==> src/agc_settings.svh <==
`ifndef AGC_SETTINGS_SVH
`define AGC_SETTINGS_SVH

// Machine word, sign in bit 14
`define AGC_WORD_W 15

// Program address as seen by software
`define AGC_ADDR_W 12

// Physical memory address widths
`define AGC_ROM_ADDR_W 14
`define AGC_RAM_ADDR_W 11

// EB and FB bank number width
`define AGC_BANK_W 3

// Memory map, octal like the original documentation
`define AGC_FIXED_SWITCH_BASE 'o2000
`define AGC_FIXED_FIXED_BASE 'o4000
`define AGC_ERASABLE_BANK_BASE 'o1400
`define AGC_ERASABLE_BANK_SIZE 'o400
`define AGC_FIXED_BANK_SIZE 'o2000

`endif

==> src/agc_pkg.sv <==
`include "agc_settings.svh"

package agc_pkg;

  // Data and address words
  typedef logic [`AGC_WORD_W-1:0] word_t;
  typedef logic [`AGC_ADDR_W-1:0] addr_t;
  typedef logic [`AGC_ROM_ADDR_W-1:0] rom_addr_t;
  typedef logic [`AGC_RAM_ADDR_W-1:0] ram_addr_t;
  typedef logic [`AGC_BANK_W-1:0] bank_t;

  // Central, bank, editing and timer registers
  // ZERO is a read-only constant
  typedef enum logic [3:0] {
    A, L, Q,
    EB, FB, BB,
    ZERO,
    CYR, SR, CYL, SL,
    TIME1, TIME2
  } reg_t;

  // Command port opcodes
  typedef enum logic [3:0] {
    CMD_WRITE, CMD_READ,
    CMD_AD, CMD_SU,
    CMD_AND, CMD_OR, CMD_XOR,
    CMD_COM, CMD_INCR,
    CMD_XLATE
  } cmd_op_t;

  // ALU operations, all ones' complement
  typedef enum logic [2:0] {
    ALU_AD, ALU_SU,
    ALU_AND, ALU_OR, ALU_XOR,
    ALU_COM, ALU_INCR
  } alu_op_t;

endpackage : agc_pkg

==> src/agc_alu_if.sv <==
`timescale 1ns/1ns

interface agc_alu_if;
  import agc_pkg::*;

  // Operation select and operands
  alu_op_t op;
  word_t x;
  word_t y;

  // Combinational result
  word_t result;

  modport seq (
    output op, x, y,
    input result
  );

  modport alu (
    input op, x, y,
    output result
  );

endinterface : agc_alu_if

==> src/agc_reg_if.sv <==
`timescale 1ns/1ns

interface agc_reg_if;
  import agc_pkg::*;

  // Read port, combinational view of rd_sel
  reg_t rd_sel;
  word_t rd_data;

  // Accumulator tap, feeds the ALU x operand
  word_t acc;

  // Single write port
  // data is shaped inside the register file
  logic wr_en;
  reg_t wr_sel;
  word_t wr_data;

  modport seq (
    output rd_sel, wr_en, wr_sel, wr_data,
    input rd_data, acc
  );

  modport regs (
    input rd_sel, wr_en, wr_sel, wr_data,
    output rd_data, acc
  );

endinterface : agc_reg_if

==> src/agc_bank_translator.sv <==
`timescale 1ns/1ns
`include "agc_settings.svh"

module agc_bank_translator (
  input  agc_pkg::addr_t addr,
  input  agc_pkg::bank_t eb,
  input  agc_pkg::bank_t fb,
  output agc_pkg::rom_addr_t rom_addr,
  output agc_pkg::ram_addr_t ram_addr,
  output logic is_rom
);
  import agc_pkg::*;

  // Region decode
  logic in_fixed_fixed;
  logic in_erasable_bank;

  // Candidate translations
  rom_addr_t fixed_rom;
  rom_addr_t fb_offset;
  rom_addr_t switched_rom;
  ram_addr_t eb_offset;
  ram_addr_t erasable_ram;

  assign is_rom = addr >= addr_t'(`AGC_FIXED_SWITCH_BASE);
  assign in_fixed_fixed = addr >= addr_t'(`AGC_FIXED_FIXED_BASE);
  assign in_erasable_bank = addr >= addr_t'(`AGC_ERASABLE_BANK_BASE);

  // Fixed-fixed maps to the bottom of ROM
  assign fixed_rom = rom_addr_t'(addr - addr_t'(`AGC_FIXED_FIXED_BASE));

  // Switched fixed banks sit above fixed-fixed
  assign fb_offset = rom_addr_t'(fb) * rom_addr_t'(`AGC_FIXED_BANK_SIZE);
  assign switched_rom = rom_addr_t'(`AGC_FIXED_FIXED_BASE) + fb_offset
                      + rom_addr_t'(addr - addr_t'(`AGC_FIXED_SWITCH_BASE));

  // Erasable banks of 256 words each
  assign eb_offset = ram_addr_t'(eb) * ram_addr_t'(`AGC_ERASABLE_BANK_SIZE);
  assign erasable_ram = eb_offset
                      + ram_addr_t'(addr - addr_t'(`AGC_ERASABLE_BANK_BASE));

  // Unused side stays at zero
  always_comb begin
    rom_addr = '0;
    ram_addr = '0;
    if (in_fixed_fixed) begin
      rom_addr = fixed_rom;
    end else if (is_rom) begin
      rom_addr = switched_rom;
    end else if (in_erasable_bank) begin
      ram_addr = erasable_ram;
    end else begin
      // Unswitched erasable, below 1400 octal
      ram_addr = ram_addr_t'(addr);
    end
  end

endmodule : agc_bank_translator

==> src/agc_core.sv <==
`timescale 1ns/1ns

module agc_core (
  input  logic clk,
  input  logic rst_l,
  input  logic cmd_valid,
  input  agc_pkg::cmd_op_t cmd_op,
  input  agc_pkg::reg_t cmd_reg,
  input  agc_pkg::word_t cmd_data,
  input  agc_pkg::addr_t cmd_addr,
  output logic rsp_valid,
  output agc_pkg::word_t rsp_data,
  output agc_pkg::rom_addr_t rom_addr,
  output agc_pkg::ram_addr_t ram_addr,
  output logic addr_is_rom
);
  import agc_pkg::*;

  // Translator request and result
  addr_t xlate_addr;
  rom_addr_t xlate_rom;
  ram_addr_t xlate_ram;
  logic xlate_is_rom;

  // Bank taps from the register file
  bank_t eb;
  bank_t fb;

  agc_reg_if reg_bus ();
  agc_alu_if alu_bus ();

  // Command decode and output registers
  agc_sequencer u_sequencer (
    .clk(clk),
    .rst_l(rst_l),
    .cmd_valid(cmd_valid),
    .cmd_op(cmd_op),
    .cmd_reg(cmd_reg),
    .cmd_data(cmd_data),
    .cmd_addr(cmd_addr),
    .reg_bus(reg_bus.seq),
    .alu_bus(alu_bus.seq),
    .xlate_addr(xlate_addr),
    .xlate_rom(xlate_rom),
    .xlate_ram(xlate_ram),
    .xlate_is_rom(xlate_is_rom),
    .rsp_valid(rsp_valid),
    .rsp_data(rsp_data),
    .rom_addr(rom_addr),
    .ram_addr(ram_addr),
    .addr_is_rom(addr_is_rom)
  );

  agc_register_file u_register_file (
    .clk(clk),
    .rst_l(rst_l),
    .bus(reg_bus.regs),
    .eb(eb),
    .fb(fb)
  );

  agc_ones_comp_alu u_alu (
    .bus(alu_bus.alu)
  );

  // Purely combinational, read side only
  agc_bank_translator u_bank_translator (
    .addr(xlate_addr),
    .eb(eb),
    .fb(fb),
    .rom_addr(xlate_rom),
    .ram_addr(xlate_ram),
    .is_rom(xlate_is_rom)
  );

endmodule : agc_core

==> src/agc_ones_comp_alu.sv <==
`timescale 1ns/1ns

module agc_ones_comp_alu (
  agc_alu_if.alu bus
);
  import agc_pkg::*;

  // Shared adder inputs
  word_t add_a;
  word_t add_b;

  // First pass sum and its carry out
  word_t partial;
  logic carry;

  // Sum after end-around carry
  word_t sum;

  // Adder operand steering
  always_comb begin
    add_a = bus.x;
    add_b = bus.y;
    case (bus.op)
      // Subtract is add of the complement
      ALU_SU: add_b = ~bus.y;
      // Increment works on y alone
      ALU_INCR: add_a = word_t'(1);
      default: begin
      end
    endcase
  end

  assign {carry, partial} = add_a + add_b;

  // Carry folds back into bit 0
  // a second carry out cannot happen here
  assign sum = partial + word_t'(carry);

  // Result select
  // minus zero passes through untouched
  always_comb begin
    case (bus.op)
      ALU_AD, ALU_SU, ALU_INCR: bus.result = sum;
      ALU_AND: bus.result = bus.x & bus.y;
      ALU_OR: bus.result = bus.x | bus.y;
      ALU_XOR: bus.result = bus.x ^ bus.y;
      ALU_COM: bus.result = ~bus.y;
      default: bus.result = '0;
    endcase
  end

endmodule : agc_ones_comp_alu

==> src/agc_register_file.sv <==
`timescale 1ns/1ns

module agc_register_file (
  input  logic clk,
  input  logic rst_l,
  agc_reg_if.regs bus,
  output agc_pkg::bank_t eb,
  output agc_pkg::bank_t fb
);
  import agc_pkg::*;

  // Central registers
  word_t reg_a;
  word_t reg_l;
  word_t reg_q;

  // Bank bits, shared by EB, FB and BB
  bank_t eb_bits;
  bank_t fb_bits;

  // Editing registers hold the already shifted word
  word_t reg_cyr;
  word_t reg_sr;
  word_t reg_cyl;
  word_t reg_sl;

  // Timers
  word_t reg_time1;
  word_t reg_time2;

  always_ff @(posedge clk or negedge rst_l) begin
    if (!rst_l) begin
      reg_a <= '0;
      reg_l <= '0;
      reg_q <= '0;
      eb_bits <= '0;
      fb_bits <= '0;
      reg_cyr <= '0;
      reg_sr <= '0;
      reg_cyl <= '0;
      reg_sl <= '0;
      reg_time1 <= '0;
      reg_time2 <= '0;
    end else if (bus.wr_en) begin
      case (bus.wr_sel)
        A: reg_a <= bus.wr_data;
        L: reg_l <= bus.wr_data;
        Q: reg_q <= bus.wr_data;
        // Only the pertinent bank bits are kept
        EB: eb_bits <= bus.wr_data[11:9];
        FB: fb_bits <= bus.wr_data[14:12];
        BB: begin
          fb_bits <= bus.wr_data[14:12];
          eb_bits <= bus.wr_data[11:9];
        end
        // Rotate right
        CYR: reg_cyr <= {bus.wr_data[0], bus.wr_data[14:1]};
        // Arithmetic shift right, sign copied
        SR: reg_sr <= {bus.wr_data[14], bus.wr_data[14:1]};
        // Rotate left
        CYL: reg_cyl <= {bus.wr_data[13:0], bus.wr_data[14]};
        // Shift left, zero fill
        SL: reg_sl <= {bus.wr_data[13:0], 1'b0};
        TIME1: reg_time1 <= bus.wr_data;
        TIME2: reg_time2 <= bus.wr_data;
        // ZERO and unused codes
        default: begin
        end
      endcase
    end
  end

  // Read views
  always_comb begin
    case (bus.rd_sel)
      A: bus.rd_data = reg_a;
      L: bus.rd_data = reg_l;
      Q: bus.rd_data = reg_q;
      // Bank bits in their word positions
      EB: bus.rd_data = {3'd0, eb_bits, 9'd0};
      FB: bus.rd_data = {fb_bits, 12'd0};
      BB: bus.rd_data = {fb_bits, eb_bits, 9'd0};
      CYR: bus.rd_data = reg_cyr;
      SR: bus.rd_data = reg_sr;
      CYL: bus.rd_data = reg_cyl;
      SL: bus.rd_data = reg_sl;
      TIME1: bus.rd_data = reg_time1;
      TIME2: bus.rd_data = reg_time2;
      // ZERO reads as zero, as do unused codes
      default: bus.rd_data = '0;
    endcase
  end

  assign bus.acc = reg_a;

  // Bank taps for the translator
  assign eb = eb_bits;
  assign fb = fb_bits;

  // Write select comes from the sequencer decode
  a_known_wr_sel: assert property (@(posedge clk) disable iff (!rst_l)
    bus.wr_en |-> (!$isunknown(bus.wr_sel) && (bus.wr_sel <= TIME2)))
    else $error("write with unknown wr_sel %h", bus.wr_sel);

endmodule : agc_register_file

==> src/agc_sequencer.sv <==
`timescale 1ns/1ns

module agc_sequencer (
  input  logic clk,
  input  logic rst_l,
  input  logic cmd_valid,
  input  agc_pkg::cmd_op_t cmd_op,
  input  agc_pkg::reg_t cmd_reg,
  input  agc_pkg::word_t cmd_data,
  input  agc_pkg::addr_t cmd_addr,
  agc_reg_if.seq reg_bus,
  agc_alu_if.seq alu_bus,
  output agc_pkg::addr_t xlate_addr,
  input  agc_pkg::rom_addr_t xlate_rom,
  input  agc_pkg::ram_addr_t xlate_ram,
  input  logic xlate_is_rom,
  output logic rsp_valid,
  output agc_pkg::word_t rsp_data,
  output agc_pkg::rom_addr_t rom_addr,
  output agc_pkg::ram_addr_t ram_addr,
  output logic addr_is_rom
);
  import agc_pkg::*;

  logic wr_req;
  reg_t wr_target;
  word_t wr_value;
  word_t rsp_next;
  logic xlate_hit;

  // Operand B is always the view of cmd_reg
  assign reg_bus.rd_sel = cmd_reg;
  assign alu_bus.x = reg_bus.acc;
  assign alu_bus.y = reg_bus.rd_data;

  // Translator sees the raw program address
  assign xlate_addr = cmd_addr;

  // Opcode to ALU operation
  always_comb begin
    alu_bus.op = ALU_AD;
    case (cmd_op)
      CMD_SU: alu_bus.op = ALU_SU;
      CMD_AND: alu_bus.op = ALU_AND;
      CMD_OR: alu_bus.op = ALU_OR;
      CMD_XOR: alu_bus.op = ALU_XOR;
      CMD_COM: alu_bus.op = ALU_COM;
      CMD_INCR: alu_bus.op = ALU_INCR;
      // AD, and don't care for non-ALU commands
      default: alu_bus.op = ALU_AD;
    endcase
  end

  // Write target and response word
  always_comb begin
    wr_req = 1'b0;
    wr_target = cmd_reg;
    wr_value = cmd_data;
    // READ and WRITE answer with the old view
    rsp_next = reg_bus.rd_data;
    case (cmd_op)
      CMD_WRITE: wr_req = 1'b1;
      // Two-operand ops always land in A
      CMD_AD, CMD_SU, CMD_AND, CMD_OR, CMD_XOR: begin
        wr_req = 1'b1;
        wr_target = A;
        wr_value = alu_bus.result;
        rsp_next = alu_bus.result;
      end
      // Single-operand ops go back where they came from
      CMD_COM, CMD_INCR: begin
        wr_req = 1'b1;
        wr_value = alu_bus.result;
        rsp_next = alu_bus.result;
      end
      CMD_XLATE: rsp_next = '0;
      default: rsp_next = reg_bus.rd_data;
    endcase
  end

  // ZERO is never written
  assign reg_bus.wr_en = cmd_valid && wr_req && (wr_target != ZERO);
  assign reg_bus.wr_sel = wr_target;
  assign reg_bus.wr_data = wr_value;

  assign xlate_hit = cmd_valid && (cmd_op == CMD_XLATE);

  // Response strobe and data, one cycle after the command
  always_ff @(posedge clk or negedge rst_l) begin
    if (!rst_l) begin
      rsp_valid <= 1'b0;
      rsp_data <= '0;
    end else begin
      rsp_valid <= cmd_valid;
      if (cmd_valid) begin
        rsp_data <= rsp_next;
      end
    end
  end

  // Physical addresses hold until the next XLATE
  always_ff @(posedge clk or negedge rst_l) begin
    if (!rst_l) begin
      rom_addr <= '0;
      ram_addr <= '0;
      addr_is_rom <= 1'b0;
    end else if (xlate_hit) begin
      rom_addr <= xlate_rom;
      ram_addr <= xlate_ram;
      addr_is_rom <= xlate_is_rom;
    end
  end

  // One response per command, exactly one cycle later
  a_rsp_after_cmd: assert property (@(posedge clk) disable iff (!rst_l)
    cmd_valid |=> rsp_valid)
    else $error("rsp_valid missing after cmd_valid");

  a_no_rsp_without_cmd: assert property (@(posedge clk) disable iff (!rst_l)
    !cmd_valid |=> !rsp_valid)
    else $error("rsp_valid without a command");

  // Register file has no storage behind ZERO
  a_no_zero_write: assert property (@(posedge clk) disable iff (!rst_l)
    reg_bus.wr_en |-> (reg_bus.wr_sel != ZERO))
    else $error("write aimed at ZERO");

endmodule : agc_sequencer

==> config.mk <==
export PLATFORM = sky130hd
export DESIGN_NAME = agc_core
export DESIGN_NICKNAME = d
export VERILOG_FILES = /design/src/agc_pkg.sv /design/src/agc_alu_if.sv /design/src/agc_reg_if.sv /design/src/agc_bank_translator.sv /design/src/agc_core.sv /design/src/agc_ones_comp_alu.sv /design/src/agc_register_file.sv /design/src/agc_sequencer.sv
export VERILOG_INCLUDE_DIRS = /design/src /design/src/src
export SDC_FILE = /design/constraint.sdc
export NUM_CORES = 1
export LEC_CHECK = 0
export BUFFER_PORTS_ARGS = -buffer_cell sky130_fd_sc_hd__buf_2
export CAP_MARGIN = 20
export CORE_UTILIZATION = 50
export CTS_CLUSTER_DIAMETER = 80
export CTS_CLUSTER_SIZE = 14
export DETAILED_ROUTE_END_ITERATION = 12
export GPL_TIMING_DRIVEN = 0
export MAX_ROUTING_LAYER = met4
export PLACE_DENSITY = 0.68
export SKIP_LAST_GASP = 1
export SLEW_MARGIN = 5
export SYNTH_ARGS = -nofsm -noshare
export SYNTH_HDL_FRONTEND = slang
export SYNTH_SLANG_ARGS = --single-unit
==> constraint.sdc <==
create_clock -name clk -period 6.04 [get_ports clk]
set_input_delay 0.302 -clock clk [delete_from_list [all_inputs] [get_ports clk]]
set_output_delay 0.302 -clock clk [all_outputs]
set_load 0.005 [all_outputs]
==> reports/qor.yml <==
critPathBufInv: 6
clockBufferDepth: 2
grt_overflow: 0
start_kind: "input pin"
hold-path-cell-count: 2
r2r_cells: 21
final_common_cell: "dfrtp_1"
syn_area_mm2: 0.0107
drt_pass1_iterations: 6
netlist_instances: 1206
p_leak_nw: 5.83
dp_slack_ps: -1300
timing.critical_path.mode_cell: "a21oi_1"
tightestPinTransition_ps: 1090
max_freq_ghz: 0.173
powerDensity_mw_per_mm2: 357
cts_root_buf: "clkbuf_16"
port_buffers: 76
cts_tree: "done"
ys_seq_area_share_pct: 42.1
path_max_fanout: 10
core_mm2: 0.0210
nNetsFinal: 1410
drc_errors: 0
syn2layout_area_growth_pct: 15.9
hpwlAfterDp_um: 24600
tns_ps: 0
start_util_pct: 51.1
postRouteAntennaNets: 0
async_flop_share_pct: 100
clkLatencyLatePin_ps: 450
r2r_start: "u_register_file.eb[1]"
antenna_found_initial: 0
synth_seq_cells: 181
crit_family: "simple AND/OR/NAND/NOR gates"
numClockSinks: 181
synth_fp_nets: 1304
timing.reg2reg.setup_slack_ps: 610
maxCapViolCount: 0
layout_common_cells: "dfrtp_1, nand2_1, o21ai_0, nor2_1, a21oi_1"
hold_viol: 0
whs_ps: 107
finClkSkew_ps: 17.0
setup_viol: 0
placementRows: 53
avgSynthCellArea_um2: 8.91
die_w_um: 149
grt_pass1_wl_um: 52500
dieArea_mm2: 0.0221
peakVddDrop_mv: 0.203
finalMaxSlewViolations: 0
hold_path_class: "input pin to flip-flop"
critPathMaxStageDelay_ps: 500
grt_max_degree: 113
critPathSlowestCell: "clkbuf_1"
layout_setup_ws_ps: 269
yosysWarnings: 0
diodes: 0
first_iter_violations: 946
io_pins: 80
arrival_ps: 6070
gp_congestion: 0.951
cp-end-kind: "flip-flop"
grt.total_usage_pct: 32.4
wl_per_cell_um: 21.2
rsz0062_at_grt: "false"
vias_per_cell: 6.07
cts_made_buffers: 17
period_needed_ps: 5770
grt_pass1_vias: 9255
cts_max_level: 4
outcome: "completed"
whs_endpoint: "u_sequencer.rom_addr[6]"
required_ps: 6340
path_class: "input pin to flip-flop"
slew_headroom_pct: 26.8
path_clk_slew_ps: 70
vias: 9711
final.fill_count: 1856
drive_gt1_share_pct: 14.0
ys.flop_type: "dfrtp_1"
synth_edf_count: 0
wl_um: 33900
timing.final.crit_share_pct: 95.6
r2r_end: "u_register_file.reg_time1[14]"
die_h_um: 149
hp-start: "cmd_addr[6]"
synthDistinctLibCells: 82
==> layer usage <==
metal  track usage, %  routed length, um  vias to the layer above
met5                -                  0                        -
met4             11.4                952                        0
met3             3.99               2450                       65
met2             49.5              15600                      428
met1             44.4              14900                     4705
li1                 -                  -                     4513
==> worst reg2reg max path, cell delays in order (launching register included) <==
cell and delay, ps:
dfrtp_1 420, mux2_2 270, a22oi_1 170, o21ai_0 130, a211oi_2 560, xnor2_1 150, ha_1 450, and4_1 250
and4_1 260, a211oi_1 90, a21oi_1 280, a21o_1 160, a21o_1 170, ha_1 180, ha_1 200, nand4_1 120
nor3_2 420, nand3_1 170, or3_4 420, a31oi_4 180, buf_12 170, a21oi_1 80
==> worst max-delay path by stage <==
stage	from	to	slack, ps	cells after the start
after global placement	cmd_reg[3]	u_register_file.reg_cyr[9]	-2140	24
final	cmd_reg[2]	u_register_file.reg_time1[14]	270	26
after CTS	cmd_reg[1]	u_register_file.fb[2]	20	23
after floorplan	cmd_reg[2]	u_register_file.bus.acc[10]	760	25
after detailed placement	cmd_reg[2]	u_register_file.reg_sl[14]	-1300	24
after global routing	cmd_reg[2]	u_register_file.reg_cyr[6]	8	26
==> per-stage QoR <==
stage,instance area (um^2),power (mW),utilization [%],cells
floorplan,10700,2.70,-,1206
global placement,11500,3.13,54.6,1557
detailed placement,11600,3.19,55.0,1561
CTS,12300,4.38,58.6,1596
global route,12500,4.70,59.3,1600
finish,12500,4.45,59.3,1600
==> cells in the mapped netlist (all sizes together), types with 4 or more instances <==
master    n  share of area [%]
nor2     97                3.4
a221oi   12                1.0
or2       5               0.31
and2      6               0.35
o221ai    9               0.73
nand2b    6               0.35
a211oi   10               0.70
nand4     7               0.41
a31oi     8               0.61
nor2b    15               0.87
o211ai    6               0.47
dfrtp   181                 42
xor2     18                1.5
xnor2    19                1.5
o21ai   122                5.7
nor4      4               0.23
and3     19                1.1
inv      56                2.0
a21oi    83                3.9
nand3    19               0.88
mux2i    18                1.7
a22o     35                2.9
nor4b     7               0.57
mux2     12                1.3
ha       58                6.8
o22ai     4               0.23
a222oi    4               0.37
clkbuf   65                2.3
a22oi    31                2.2
nand2   170                5.9
a21o      8               0.56
o21a     11               0.77
nor3     12               0.56
buf      15               0.71
==> sequential cells by signal, indices dropped and copies added (netlist names), 15 cells and up <==
name and count:
u_register_file.reg_cyr 15, u_register_file.reg_q 15, u_register_file.reg_time1 15, u_register_file.reg_l 15
u_register_file.reg_time2 15, u_sequencer.rsp_data 15, u_register_file.reg_cyl 15, u_register_file.bus.acc 15
==> final cells by class <==
class                      count  area [um^2]  share of cell area, %
buffer                        80          337                   2.70
clock buffer                  17          425                   3.41
clock inverter                15          204                   1.64
inverter                      57          214                   1.72
multi-input combinational    888         5840                   46.9
sequential                   181         4530                   36.4
tap                          275          344                   2.76
timing repair buffer          87          563                   4.52
==> report_power, final <==
group          switching [mW]  internal (mW)  total, mW
registers               0.203           1.49       1.70
logic                   0.946          0.635       1.58
clock network           0.565          0.604       1.17
==> timing repair <==
item	4_1_cts	5_1_grt
buffers inserted	1	3
pin swaps	1	5
setup endpoints to repair	115	127
endpoints found under the hold margin	115	0
hold buffers	2	0
resized for setup	17	21
==> cells by family after synthesis <==
group           Yosys count  synth area share, %
compound gates          375                 23.0
xor+xnor                 37                 3.02
fa+ha+maj                60                 7.12
buf+inv                 137                 5.01
flops                   181                 42.1
mux                      32                 3.35
simple gates            384                 16.4
Note: power is estimated with default switching activity, not from simulation.
